**config.mk**
```make
export PLATFORM = sky130hd
export DESIGN_NAME = execStage
export DESIGN_NICKNAME = d
export VERILOG_FILES = /design/src/logic/rvTypes_pkg.sv /design/src/logic/execStage.sv /design/src/logic/pcSelect.sv /design/src/logic/regFile.sv /design/src/logic/alu.sv /design/src/logic/immExtend.sv /design/src/logic/aluDecoder.sv /design/src/logic/mainDecoder.sv
export VERILOG_INCLUDE_DIRS = /design/src /design/src/logic
export SDC_FILE = /design/constraint.sdc
export NUM_CORES = 2
export LEC_CHECK = 0
export ABC_AREA = 0
export BUFFER_PORTS_ARGS = -buffer_cell sky130_fd_sc_hd__buf_4
export CORE_AREA = 2 2 328 330
export CTS_CLUSTER_DIAMETER = 40
export DETAILED_ROUTE_END_ITERATION = 16
export DIE_AREA = 0 0 330 332
export HOLD_SLACK_MARGIN = 0.02
export PLACE_DENSITY = 0.81
export SLEW_MARGIN = 20
export SYNTH_ARGS = -nofsm -noshare
export SYNTH_HDL_FRONTEND = slang
export SYNTH_HIERARCHICAL = 1
export SYNTH_SLANG_ARGS = --single-unit
```
**constraint.sdc**
```tcl
create_clock -name clk -period 20.4 [get_ports clk]
set_clock_uncertainty 0.2 [all_clocks]
set_input_delay 3.06 -clock clk [delete_from_list [all_inputs] [get_ports clk]]
set_output_delay 3.06 -clock clk [all_outputs]
set_load 0.1 [all_outputs]
```
**src/logic/rv_consts.svh**
```systemverilog
`ifndef RV_CONSTS_SVH
`define RV_CONSTS_SVH

// Architectural word width
`define XLEN 32

// Integer register file size and index width
`define REG_COUNT 32
`define REG_ADDR_W 5

// Sequential PC increment, one 32-bit instruction
`define PC_STEP 4

`endif
```
**src/logic/rvTypes_pkg.sv**
```systemverilog
package rvTypes_pkg;

    typedef enum logic [6:0] {
        OP_R      = 7'b0110011,
        OP_IMM    = 7'b0010011,
        OP_LOAD   = 7'b0000011,
        OP_STORE  = 7'b0100011,
        OP_BRANCH = 7'b1100011,
        OP_JAL    = 7'b1101111,
        OP_JALR   = 7'b1100111,
        OP_LUI    = 7'b0110111
    } opcodeT;

    typedef enum logic [3:0] {
        ALU_ADD = 4'd0,
        ALU_SUB = 4'd1,
        ALU_AND = 4'd2,
        ALU_OR  = 4'd3,
        ALU_XOR = 4'd4,
        ALU_SLT = 4'd5,
        ALU_SLL = 4'd6,
        ALU_SRL = 4'd7
    } aluCtrlT;

    typedef enum logic [1:0] {
        BR_NONE = 2'b00,
        BR_COND = 2'b01,
        BR_JAL  = 2'b10,
        BR_JALR = 2'b11
    } branchT;

    typedef enum logic [1:0] {
        RES_ALU = 2'b00,
        RES_IMM = 2'b01,
        RES_PC4 = 2'b10,
        RES_MEM = 2'b11
    } resultSrcT;

    typedef enum logic [2:0] {
        IMM_I = 3'b000,
        IMM_S = 3'b001,
        IMM_B = 3'b010,
        IMM_J = 3'b011,
        IMM_U = 3'b100
    } immSrcT;

    // Field layouts of each base format, MSB first
    typedef struct packed {
        logic [6:0] funct7;
        logic [4:0] rs2;
        logic [4:0] rs1;
        logic [2:0] funct3;
        logic [4:0] rd;
        logic [6:0] opcode;
    } rTypeT;

    typedef struct packed {
        logic [11:0] imm11_0;
        logic [4:0]  rs1;
        logic [2:0]  funct3;
        logic [4:0]  rd;
        logic [6:0]  opcode;
    } iTypeT;

    typedef struct packed {
        logic [6:0] imm11_5;
        logic [4:0] rs2;
        logic [4:0] rs1;
        logic [2:0] funct3;
        logic [4:0] imm4_0;
        logic [6:0] opcode;
    } sTypeT;

    typedef struct packed {
        logic       imm12;
        logic [5:0] imm10_5;
        logic [4:0] rs2;
        logic [4:0] rs1;
        logic [2:0] funct3;
        logic [3:0] imm4_1;
        logic       imm11;
        logic [6:0] opcode;
    } bTypeT;

    typedef struct packed {
        logic [19:0] imm31_12;
        logic [4:0]  rd;
        logic [6:0]  opcode;
    } uTypeT;

    typedef struct packed {
        logic       imm20;
        logic [9:0] imm10_1;
        logic       imm11;
        logic [7:0] imm19_12;
        logic [4:0] rd;
        logic [6:0] opcode;
    } jTypeT;

    // One instruction word, viewed per format
    typedef union packed {
        rTypeT r;
        iTypeT i;
        sTypeT s;
        bTypeT b;
        uTypeT u;
        jTypeT j;
    } instrT;

endpackage

```
**src/logic/execStage.sv**
```systemverilog
`timescale 1ns/1ps
`include "rv_consts.svh"

module execStage (
    input  logic               clk,
    input  logic               rstN,
    input  rvTypes_pkg::instrT instr,
    input  logic [`XLEN-1:0]   pc,
    input  logic               instrValid,
    input  logic [`XLEN-1:0]   readData,      // Must arrive with memAddr
    output logic [`XLEN-1:0]   memAddr,
    output logic [`XLEN-1:0]   memWriteData,
    output logic               memWrite,
    output logic [`XLEN-1:0]   pcNext
);

    import rvTypes_pkg::*;

    branchT           branch;
    immSrcT           immSrc;
    resultSrcT        resultSrc;
    aluCtrlT          aluCtrl;
    logic             aluSrc;
    logic             regWrite;
    logic             memWriteDec;
    logic [1:0]       aluOp;
    logic [`XLEN-1:0] immExt;
    logic [`XLEN-1:0] rs1Data;
    logic [`XLEN-1:0] rs2Data;
    logic [`XLEN-1:0] srcB;
    logic [`XLEN-1:0] aluResult;
    logic             zero;
    logic [`XLEN-1:0] pcPlus4;
    logic [`XLEN-1:0] result;

    mainDecoder mainDec_i (
        .op        (opcodeT'(instr.r.opcode)),
        .branch    (branch),
        .immSrc    (immSrc),
        .aluSrc    (aluSrc),
        .resultSrc (resultSrc),
        .regWrite  (regWrite),
        .memWrite  (memWriteDec),
        .aluOp     (aluOp)
    );

    aluDecoder aluDec_i (
        .aluOp    (aluOp),
        .funct3   (instr.r.funct3),
        .funct7b5 (instr.r.funct7[5]),
        .opb5     (instr.r.opcode[5]),
        .aluCtrl  (aluCtrl)
    );

    immExtend immExt_i (
        .instr  (instr),
        .immSrc (immSrc),
        .immExt (immExt)
    );

    regFile regFile_i (
        .clk  (clk),
        .rstN (rstN),
        .we   (instrValid & regWrite),   // No write without a valid instruction
        .ra1  (instr.r.rs1),
        .ra2  (instr.r.rs2),
        .wa   (instr.r.rd),
        .wd   (result),
        .rd1  (rs1Data),
        .rd2  (rs2Data)
    );

    assign srcB = aluSrc ? immExt : rs2Data;

    alu alu_i (
        .a       (rs1Data),
        .b       (srcB),
        .aluCtrl (aluCtrl),
        .result  (aluResult),
        .zero    (zero)
    );

    pcSelect pcSel_i (
        .pc        (pc),
        .immExt    (immExt),
        .aluResult (aluResult),
        .branch    (branch),
        .funct3b0  (instr.r.funct3[0]),
        .zero      (zero),
        .pcNext    (pcNext),
        .pcPlus4   (pcPlus4)
    );

    // Write-back select
    always_comb begin
        case (resultSrc)
            RES_IMM: result = immExt;
            RES_PC4: result = pcPlus4;     // Link for jal and jalr
            RES_MEM: result = readData;
            default: result = aluResult;
        endcase
    end

    assign memAddr      = aluResult;
    assign memWriteData = rs2Data;
    assign memWrite     = instrValid & memWriteDec;

endmodule

```
**src/logic/pcSelect.sv**
```systemverilog
`timescale 1ns/1ps
`include "rv_consts.svh"

module pcSelect (
    input  logic [`XLEN-1:0]    pc,
    input  logic [`XLEN-1:0]    immExt,
    input  logic [`XLEN-1:0]    aluResult,
    input  rvTypes_pkg::branchT branch,
    input  logic                funct3b0,   // 0 for beq, 1 for bne
    input  logic                zero,
    output logic [`XLEN-1:0]    pcNext,
    output logic [`XLEN-1:0]    pcPlus4
);

    import rvTypes_pkg::*;

    logic [`XLEN-1:0] pcTarget;
    logic             condTaken;

    assign pcPlus4   = pc + `PC_STEP;
    assign pcTarget  = pc + immExt;
    assign condTaken = zero ^ funct3b0;

    always_comb begin
        case (branch)
            BR_COND: pcNext = condTaken ? pcTarget : pcPlus4;
            BR_JAL:  pcNext = pcTarget;
            BR_JALR: pcNext = {aluResult[`XLEN-1:1], 1'b0};   // Clear bit 0
            default: pcNext = pcPlus4;
        endcase
    end

endmodule

```
**src/logic/regFile.sv**
```systemverilog
`timescale 1ns/1ps
`include "rv_consts.svh"

module regFile (
    input  logic                   clk,
    input  logic                   rstN,
    input  logic                   we,
    input  logic [`REG_ADDR_W-1:0] ra1,
    input  logic [`REG_ADDR_W-1:0] ra2,
    input  logic [`REG_ADDR_W-1:0] wa,
    input  logic [`XLEN-1:0]       wd,
    output logic [`XLEN-1:0]       rd1,
    output logic [`XLEN-1:0]       rd2
);

    logic [`XLEN-1:0] regs [`REG_COUNT];

    always_ff @(posedge clk or negedge rstN) begin
        if (!rstN) begin
            for (int i = 0; i < `REG_COUNT; i++) begin
                regs[i] <= '0;
            end
        end else if (we && (wa != '0)) begin
            regs[wa] <= wd;                       // x0 is never written
        end
    end

    // Combinational reads, new data visible the cycle after a write
    assign rd1 = (ra1 == '0) ? '0 : regs[ra1];
    assign rd2 = (ra2 == '0) ? '0 : regs[ra2];

endmodule

```
**src/logic/alu.sv**
```systemverilog
`timescale 1ns/1ps
`include "rv_consts.svh"

module alu (
    input  logic [`XLEN-1:0]     a,
    input  logic [`XLEN-1:0]     b,
    input  rvTypes_pkg::aluCtrlT aluCtrl,
    output logic [`XLEN-1:0]     result,
    output logic                 zero
);

    import rvTypes_pkg::*;

    logic       lessThan;
    logic [4:0] shamt;

    assign lessThan = $signed(a) < $signed(b);   // Signed compare for slt
    assign shamt    = b[4:0];

    always_comb begin
        case (aluCtrl)
            ALU_ADD: result = a + b;
            ALU_SUB: result = a - b;
            ALU_AND: result = a & b;
            ALU_OR:  result = a | b;
            ALU_XOR: result = a ^ b;
            ALU_SLT: result = {{(`XLEN-1){1'b0}}, lessThan};
            ALU_SLL: result = a << shamt;
            ALU_SRL: result = a >> shamt;       // Logical, no sign fill
            default: result = '0;
        endcase
    end

    // Branch compare uses this after a subtract
    assign zero = (result == '0);

endmodule

```
**src/logic/immExtend.sv**
```systemverilog
`timescale 1ns/1ps
`include "rv_consts.svh"

module immExtend (
    input  rvTypes_pkg::instrT  instr,
    input  rvTypes_pkg::immSrcT immSrc,
    output logic [`XLEN-1:0]    immExt
);

    import rvTypes_pkg::*;

    always_comb begin
        case (immSrc)
            IMM_I: begin
                immExt = {{(`XLEN-12){instr.i.imm11_0[11]}}, instr.i.imm11_0};
            end
            IMM_S: begin
                immExt = {{(`XLEN-12){instr.s.imm11_5[6]}},
                          instr.s.imm11_5, instr.s.imm4_0};
            end
            IMM_B: begin
                // Halfword offset, bit 0 implied zero
                immExt = {{(`XLEN-13){instr.b.imm12}}, instr.b.imm12, instr.b.imm11,
                          instr.b.imm10_5, instr.b.imm4_1, 1'b0};
            end
            IMM_J: begin
                immExt = {{(`XLEN-21){instr.j.imm20}}, instr.j.imm20, instr.j.imm19_12,
                          instr.j.imm11, instr.j.imm10_1, 1'b0};
            end
            IMM_U: begin
                immExt = {instr.u.imm31_12, 12'b0};   // Low 12 bits cleared
            end
            default: begin
                immExt = '0;
            end
        endcase
    end

endmodule

```
**src/logic/aluDecoder.sv**
```systemverilog
`timescale 1ns/1ps

module aluDecoder (
    input  logic [1:0]           aluOp,
    input  logic [2:0]           funct3,
    input  logic                 funct7b5,
    input  logic                 opb5,      // Set for R-type, clear for OP-IMM
    output rvTypes_pkg::aluCtrlT aluCtrl
);

    import rvTypes_pkg::*;

    always_comb begin
        case (aluOp)
            2'b00: aluCtrl = ALU_ADD;      // Loads, stores, jalr
            2'b01: aluCtrl = ALU_SUB;      // Branch compare
            default: begin
                case (funct3)
                    3'b000: begin
                        // addi never subtracts even with imm[10] set
                        if (funct7b5 && opb5) begin
                            aluCtrl = ALU_SUB;
                        end else begin
                            aluCtrl = ALU_ADD;
                        end
                    end
                    3'b001:  aluCtrl = ALU_SLL;
                    3'b010:  aluCtrl = ALU_SLT;
                    3'b100:  aluCtrl = ALU_XOR;
                    3'b101:  aluCtrl = ALU_SRL;
                    3'b110:  aluCtrl = ALU_OR;
                    3'b111:  aluCtrl = ALU_AND;
                    default: aluCtrl = ALU_ADD;   // sltu not supported
                endcase
            end
        endcase
    end

endmodule

```
**src/logic/mainDecoder.sv**
```systemverilog
`timescale 1ns/1ps

module mainDecoder (
    input  rvTypes_pkg::opcodeT    op,
    output rvTypes_pkg::branchT    branch,
    output rvTypes_pkg::immSrcT    immSrc,
    output logic                   aluSrc,     // 1 selects immExt as ALU B
    output rvTypes_pkg::resultSrcT resultSrc,
    output logic                   regWrite,
    output logic                   memWrite,
    output logic [1:0]             aluOp
);

    import rvTypes_pkg::*;

    always_comb begin
        // Unknown opcodes fall through with nothing written
        aluOp     = 2'b00;
        aluSrc    = 1'b0;
        resultSrc = RES_ALU;
        regWrite  = 1'b0;
        memWrite  = 1'b0;
        immSrc    = IMM_I;
        branch    = BR_NONE;
        case (op)
            OP_R: begin
                aluOp    = 2'b10;              // Decode funct3/funct7
                regWrite = 1'b1;
            end
            OP_IMM: begin
                aluOp    = 2'b10;
                aluSrc   = 1'b1;
                regWrite = 1'b1;
                immSrc   = IMM_I;
            end
            OP_LOAD: begin
                aluSrc    = 1'b1;              // Address is rs1 + imm
                resultSrc = RES_MEM;
                regWrite  = 1'b1;
                immSrc    = IMM_I;
            end
            OP_STORE: begin
                aluSrc   = 1'b1;
                memWrite = 1'b1;
                immSrc   = IMM_S;
            end
            OP_BRANCH: begin
                aluOp  = 2'b01;                // Subtract for compare
                immSrc = IMM_B;
                branch = BR_COND;
            end
            OP_JAL: begin
                aluOp     = 2'b01;
                aluSrc    = 1'b1;
                resultSrc = RES_PC4;           // Link address
                regWrite  = 1'b1;
                immSrc    = IMM_J;
                branch    = BR_JAL;
            end
            OP_JALR: begin
                aluSrc    = 1'b1;              // Target is rs1 + imm
                resultSrc = RES_PC4;
                regWrite  = 1'b1;
                immSrc    = IMM_I;
                branch    = BR_JALR;
            end
            OP_LUI: begin
                resultSrc = RES_IMM;           // Upper immediate straight through
                regWrite  = 1'b1;
                immSrc    = IMM_U;
            end
            default: begin
                regWrite = 1'b0;
                memWrite = 1'b0;
            end
        endcase
    end

endmodule

```
After elaboration in Yosys (flattened, before gate mapping):

Cells that the tools add are included.

* $add $sub $neg: 4
* bitwise logic cells: 9
* multiplexer cells: 27
* reductions and logical operators: 16
* equality and inequality tests: 32
* multiply operators: 0
* magnitude comparators: 5
* divide/modulo/power cells: 0
* shift-type cells: 2

Operator list (count)
* 1024-bit bitwise mux: 1
* 32-bit binary-select mux with 5-bit select: 2
* 32-bit 2-to-1 mux: 9
* 32-bit case mux with 8 select lines: 1
* 32-bit case mux with 3 select lines: 2
* 32-bit demux with 5-bit select: 1
* 32-bit case mux with 5 select lines: 1
* 32-bit adder: 2
* 32-bit by 3-bit adder with 32-bit output, second input constant: 1
* 32-bit bitwise AND: 1
* 32-bit logical NOT: 1
* 32-bit less-than comparator: 1
* 32-bit OR: 1
* 32-bit by 5-bit left shift with 32-bit output: 1
* 32-bit by 5-bit right shift with 32-bit output: 1
* 32-bit subtractor: 1
* 32-bit bitwise XOR: 1
* 7-bit by 6-bit equality test with 1-bit output, second input constant: 3
* 7-bit equality test, second input constant: 3
* 3-bit case mux with 7 select lines: 1
* 6-bit >= comparator, second input constant: 3
* 5-bit NOT with 6-bit output: 3
* 4-bit by 3-bit equality test with 1-bit output, second input constant: 4
* 3-bit equality test, second input constant: 5
* 25 further kinds: 45

* output and inout port bits: 97
* RAM bits: 0
* word-level logic and storage cells: 127
* bits in latches: 0
* bits in registers: 1024
* bits of input ports: 99
* ROM bits: 0
* memories: 0

Logic depth before layout (Yosys ltp):

* depth in word-level cells: 12
* mapped depth: 33
* gate-level depth less buffers: 26

Modules after synthesis:

The synthesis kept the hierarchy.

Modules (own cells, without submodules)
* regFile: seq. area each 25624.6 um2, area each 54369.6 um2, cells each 3621, times used 1
* alu: seq. area each 0.0 um2, area each 9387.8 um2, cells each 1311, times used 1
* pcSelect: seq. area each 0.0 um2, area each 2712.6 um2, cells each 402, times used 1
* execStage: seq. area each 0.0 um2, area each 1206.2 um2, cells each 77, times used 1
* immExtend: seq. area each 0.0 um2, area each 494.2 um2, cells each 73, times used 1
* mainDecoder: seq. area each 0.0 um2, area each 187.7 um2, cells each 31, times used 1
* aluDecoder: seq. area each 0.0 um2, area each 78.8 um2, cells each 12, times used 1

Least setup slack after synthesis:

Ideal clock, no wire load.

* path kind: in2out
* start: input instr[22] (netlist bit)
* end: output pcNext[10]
* path buffers: 11
* required time: 17140 ps
* slack: 132 ps
* data arrival time: 17008 ps
* stages: 31
* path through: buf_4 > buf_2 > buf_2 > clkbuf_1 > a211oi_1 > a311oi_1 > mux2_2 > buf_2 > inv_2 > buf_1 > buf_2 > clkbuf_1 > buf_2 > fa_1 > nand2b_1 > a21boi_0 > o31ai_1 > a21bo_2 > a211oi_1 > o311ai_0 > nor4_1 > nand4bb_1 > nor4b_2 > nand4_1 > nor3b_2 > xor2_1 > nor2b_1 > mux2i_1 > clkbuf_1 > clkbuf_1 > o21ai_0

* word-level cells in the longest chain between the ends: 12
* elaborated cells between the ends (all ways): 22
* classes of those cells: add/sub (3); order compare (1); shift (2); mux (9); bitwise (5); reduce/logical (2)

RTL lines
* start, declared: line execStage.sv:7 `input rvTypes_pkg::instrT instr,`
* 5-bit NOT with 6-bit output (not written as such): line regFile.sv:30 `assign rd2 = (ra2 == '0) ? '0 : regs[ra2];`
* 32-bit binary-select mux with 5-bit select: line regFile.sv:30
* 32-bit 2-to-1 mux (not written as such) (2 in series): line regFile.sv:30
* 32-bit 2-to-1 mux *: line regFile.sv:30
* net memWriteData[1]: line execStage.sv:12 `` output logic [`XLEN-1:0] memWriteData, ``
* 32-bit 2-to-1 mux *: line execStage.sv:73 `assign srcB = aluSrc ? immExt : rs2Data;`
* net srcB[1]: line execStage.sv:30 `` logic [`XLEN-1:0] srcB; ``
* 32-bit subtractor (tied with other cells): line alu.sv:23 `ALU_SUB: result = a - b;`
* 32-bit case mux with 8 select lines *: line alu.sv:21 `case (aluCtrl)`
* net memAddr[14]: line execStage.sv:11 `` output logic [`XLEN-1:0] memAddr, ``
* 32-bit logical NOT *: line alu.sv:35 `assign zero = (result == '0);`
* net zero: line execStage.sv:32 `logic zero;`
* 1-bit bitwise XOR *: line pcSelect.sv:22 `assign condTaken = zero ^ funct3b0;`
* 32-bit 2-to-1 mux *: line pcSelect.sv:26 `BR_COND: pcNext = condTaken ? pcTarget : pcPlus4;`
* 32-bit case mux with 3 select lines *: line pcSelect.sv:25 `case (branch)`
* end, declared: line execStage.sv:14 `` output logic [`XLEN-1:0] pcNext ``

Mark *: on every way through the listed nets, which the timed path passes. The rest lies on a longest branch. The select of a mux whose other input is x is not followed.

Final worst setup path:

* start: input instr[22] (netlist bit)
* end: output pcNext[30]

* word-level cells in the longest chain between the ends: 12
* elaborated cells between the ends (all ways): 22
* classes of those cells: add/sub (3); order compare (1); shift (2); mux (9); bitwise (5); reduce/logical (2)

RTL lines (line)
* 5-bit NOT with 6-bit output (not written as such): regFile.sv:30
* 32-bit binary-select mux with 5-bit select: regFile.sv:30
* 32-bit 2-to-1 mux (not written as such) (2 in series): regFile.sv:30
* 32-bit 2-to-1 mux *: regFile.sv:30
* 32-bit 2-to-1 mux *: execStage.sv:73
* net srcB[0]: execStage.sv:30
* 32-bit subtractor (tied with other cells): alu.sv:23
* 32-bit case mux with 8 select lines *: alu.sv:21
* 32-bit logical NOT *: alu.sv:35
* net zero: execStage.sv:32
* 1-bit bitwise XOR *: pcSelect.sv:22
* 32-bit 2-to-1 mux *: pcSelect.sv:26
* 32-bit case mux with 3 select lines *: pcSelect.sv:25

Marks and branches as above.

==> metrics.txt <==
# TYPE chip_impl_metric gauge
chip_impl_metric{name="syn_area_per_cell",unit="um2"} 12.4
chip_impl_metric{name="gr-total-overflow",unit=""} 0
chip_impl_metric{name="cts.htree.levels",unit=""} 3
chip_impl_metric{name="p_per_cell_area",unit="mW/mm2"} 77.0
chip_impl_metric{name="switchingPower",unit="uW"} 1960
chip_impl_info{name="ctsRootBufferMaster",value="clkbuf_16"} 1
chip_impl_metric{name="postSynthNetCount",unit=""} 5766
chip_impl_metric{name="worst_slew_margin_rel",unit=""} 0.119
chip_impl_metric{name="ys_ff_latch",unit=""} 1024
chip_impl_metric{name="detailed_place_hpwl",unit="mm"} 167
chip_impl_metric{name="global_route.usage.total",unit=""} 0.478
chip_impl_metric{name="number_of_buffers_between_clock_root_and_the_deepest_sink",unit=""} 3
chip_impl_metric{name="dieHeight",unit="um"} 332
chip_impl_info{name="most_frequent_cell_on_critical_path",value="buf_4"} 1
chip_impl_info{name="final_common_cell",value="mux2_2"} 1
chip_impl_metric{name="cp_data_arrival_time",unit="ns"} 13.80
chip_impl_metric{name="avgViaCountPerCell",unit=""} 7.95
chip_impl_metric{name="cell_count_after_synthesis",unit=""} 5527
chip_impl_info{name="critical_path.endpoint_type",value="primary output"} 1
chip_impl_metric{name="crit_path_max_incr_delay",unit="ns"} 0.83
chip_impl_metric{name="p_sw_frac",unit=""} 0.338
chip_impl_metric{name="power_frac_clock",unit=""} 0.396
chip_impl_metric{name="min_period_over_period",unit=""} 0.836
chip_impl_info{name="cpMaxStageDelayCell",value="or4_1"} 1
chip_impl_metric{name="combinationalPowerShare",unit=""} 0.241
chip_impl_metric{name="totalWireLength",unit="mm"} 264
chip_impl_metric{name="dieArea",unit="mm2"} 0.110
chip_impl_metric{name="floorplan.die.width",unit="um"} 330
chip_impl_info{name="tritoncts",value="done"} 1
chip_impl_metric{name="fin_ws",unit="ns"} 3.34
chip_impl_metric{name="clk_latency",unit="ns"} 0.74
chip_impl_metric{name="post_cts_buffers",unit=""} 0
chip_impl_info{name="min_path_type",value="reg -> reg"} 1
chip_impl_metric{name="globalplace.congestion",unit=""} 1.10
chip_impl_metric{name="cts_num_sinks",unit=""} 1024
chip_impl_metric{name="placementRows",unit=""} 120
chip_impl_metric{name="worstPathBufferInverterCount",unit=""} 7
chip_impl_info{name="critical-path-top-delay-family",value="simple AND/OR/NAND/NOR gates"} 1
chip_impl_metric{name="critical_path.max_fanout",unit=""} 132
chip_impl_metric{name="finalSetupViolations",unit=""} 0
chip_impl_metric{name="fp.coreArea",unit="mm2"} 0.106
chip_impl_info{name="largest_registers",value="regFile_i/regs x1024"} 1
chip_impl_metric{name="fin_nets",unit=""} 5687
chip_impl_metric{name="p_leak",unit="uW"} 0.0340
chip_impl_metric{name="setup_total_negative_slack",unit="ns"} 0
chip_impl_metric{name="crit_required",unit="ns"} 17.14
chip_impl_info{name="grt_setup_unrepaired",value="false"} 1
chip_impl_metric{name="largest_reg_flops",unit=""} 1024
chip_impl_metric{name="clk_transition_reported_paths",unit="ns"} 0.05
chip_impl_metric{name="dr_total_vias",unit=""} 55300
chip_impl_metric{name="synth_sequential_area_ratio",unit=""} 0.374
chip_impl_info{name="yosys_most_used_dff",value="dfrtp_1"} 1
chip_impl_metric{name="cell_internal_pwr",unit="uW"} 3840
chip_impl_info{name="run_status",value="complete, but fails checks"} 1
chip_impl_metric{name="first_pass_grt_wire_length",unit="mm"} 380
chip_impl_metric{name="pre_cts_slack",unit="ns"} 3.81
chip_impl_metric{name="post_route_cells_drive_above_1_share",unit=""} 0.422
chip_impl_metric{name="io_pins",unit=""} 196
chip_impl_info{name="worstSetupStartpointType",value="primary input"} 1
chip_impl_metric{name="effective_utilization_at_floorplan",unit=""} 0.644
chip_impl_info{name="timing_worst_setup_path_type",value="in -> out"} 1
chip_impl_metric{name="synth-warning-count",unit=""} 6
chip_impl_metric{name="grt_antenna_before_repair",unit=""} 12
chip_impl_metric{name="pre_antenna_drt_iters",unit=""} 16
chip_impl_info{name="leading_cell_types_in_the_layout_fill_and_taps_excluded",value="mux2_2, dfrtp_1, mux4_2"} 1
chip_impl_metric{name="async_flop_share",unit=""} 1.00
chip_impl_metric{name="timing.final.crit_period",unit="ns"} 17.06
chip_impl_metric{name="hold_violations",unit=""} 0
chip_impl_metric{name="num_cts_buffers",unit=""} 121
chip_impl_metric{name="tightestPinTransition",unit="ns"} 1.32
chip_impl_metric{name="synth-edff-count",unit=""} 0
chip_impl_info{name="max_flop_register",value="regFile_i/regs"} 1
chip_impl_info{name="failed_checks",value="design-rule violations"} 1
chip_impl_metric{name="sequentialPowerShare",unit=""} 0.363
chip_impl_metric{name="flow.area_growth_from_synthesis",unit="%"} 10.0
chip_impl_metric{name="synth_cell_type_count",unit=""} 107
chip_impl_metric{name="post_synth_instance_area",unit="mm2"} 0.0684
chip_impl_metric{name="irDropWorstVdd",unit="uV"} 93.9
chip_impl_metric{name="drt_iter0_markers",unit=""} 8415
chip_impl_metric{name="total_of_buffers_placed_on_input_and_output_ports",unit=""} 195
chip_impl_metric{name="clock.fmax",unit="GHz"} 0.0586
chip_impl_metric{name="grt_max_degree",unit=""} 133
chip_impl_metric{name="avgRoutedWirePerCell",unit="um"} 37.9
chip_impl_metric{name="slew_viol_final",unit=""} 0
chip_impl_metric{name="post_cts.resized_instances",unit=""} 0
chip_impl_metric{name="timing.max_cap.violations",unit=""} 0
chip_impl_metric{name="ant_nets",unit=""} 0
chip_impl_metric{name="via_count_of_the_first_global_routing_pass",unit=""} 54600
chip_impl_metric{name="post-route-drc-count",unit=""} 2
chip_impl_metric{name="post_cts_hold_buffer_count",unit=""} 0
final cells by class:
type                       instances  area (um2)
timing repair buffer             368        2880
fill                            6962       31000
clock buffer                     148        3330
tap                             1403        1760
antenna                           12        30.0
sequential                      1024       25600
multi-input combinational       3821       40300
inverter                         112         423
clock inverter                    73         973
synthesized netlist by cell type (20+ instances only):
cell	count	area share
buf_2	202	0.015
a211oi_1	90	0.0099
nor4_1	21	0.0019
nand3_1	53	0.0039
and3_1	24	0.0022
a21o_1	34	0.0037
or3_1	22	0.0020
xor2_1	30	0.0038
mux2_2	1092	0.18
a31oi_1	20	0.0018
nand2_1	204	0.011
nor3_1	50	0.0037
o21ai_0	206	0.015
o211ai_1	31	0.0034
a21oi_1	157	0.011
a311oi_1	71	0.0091
mux4_2	527	0.17
o2111ai_1	24	0.0031
a22oi_1	103	0.011
nor2_1	161	0.0088
inv_1	111	0.0061
dfrtp_1	1024	0.37
xnor2_1	35	0.0045
buf_4	41	0.0045
clkbuf_1	299	0.016
a221oi_1	67	0.0086
o22ai_1	24	0.0022
nor2b_1	105	0.0096
ha_1	137	0.025
mux2i_1	205	0.030
nand4_1	29	0.0027
path summary, 6_finish.rpt:
check | start | to | slack, ns | cells after the start
setup / recovery | instr[22] | pcNext[30] | 3.34 | 29
hold / removal | regFile_i/regs[1023]$_DFFE_PN0P_ | regFile_i/regs[1023]$_DFFE_PN0P_ | 0.19 | 0
setup reg to reg | regFile_i/regs[418]$_DFFE_PN0P_ | regFile_i/regs[314]$_DFFE_PN0P_ | 12.06 | 20
hold reg to reg | regFile_i/regs[1023]$_DFFE_PN0P_ | regFile_i/regs[1023]$_DFFE_PN0P_ | 0.19 | 0
max in group asynchronous | rstN | regFile_i/regs[972]$_DFFE_PN0P_ | 14.66 | 4
min in group asynchronous | rstN | regFile_i/regs[586]$_DFFE_PN0P_ | 2.16 | 1
per-layer routing:
metal  vias to the layer above  part of all wire  track usage
met3                      1342              0.13        0.160
met4                        10             0.090        0.339
li1                      21200                 -            -
met2                      4575              0.43        0.682
met5                         -           0.00028            0
met1                     28100              0.34        0.613
power groups by stage:
stage / registers (uW) / clock network [uW] / logic (uW)
global route: 2110 / 2390 / 1430
finish: 2100 / 2290 / 1400
floorplan: 2130 / 0 / 870
CTS: 2100 / 2300 / 1340
global placement: 2130 / 0 / 1320
detailed placement: 2140 / 0 / 1330
cell families after synthesis:
logic type	count (synthesis)	synth area share
buf+inv	682	0.0450
compound gates	997	0.101
other cells	1	0.0000548
xor+xnor	66	0.00872
mux	1840	0.386
flops	1024	0.374
simple gates	777	0.0582
fa+ha+maj	140	0.0259
stage by stage:
stage | util | std cells | hold WS [ns] | instance area, um2 | power, uW
after global routing | 0.708 | 6952 | 0.209 | 75300 | 5920
final | 0.708 | 6961 | 0.194 | 75300 | 5800
after detailed placement | 0.667 | 6727 | 0.184 | 70900 | 3470
after CTS | 0.708 | 6948 | 0.197 | 75200 | 5740
after floorplan | - | 5527 | 0.241 | 68400 | 3000
after global placement | 0.667 | 6727 | 0.177 | 70900 | 3460
Power figures use the tool's default switching activity.
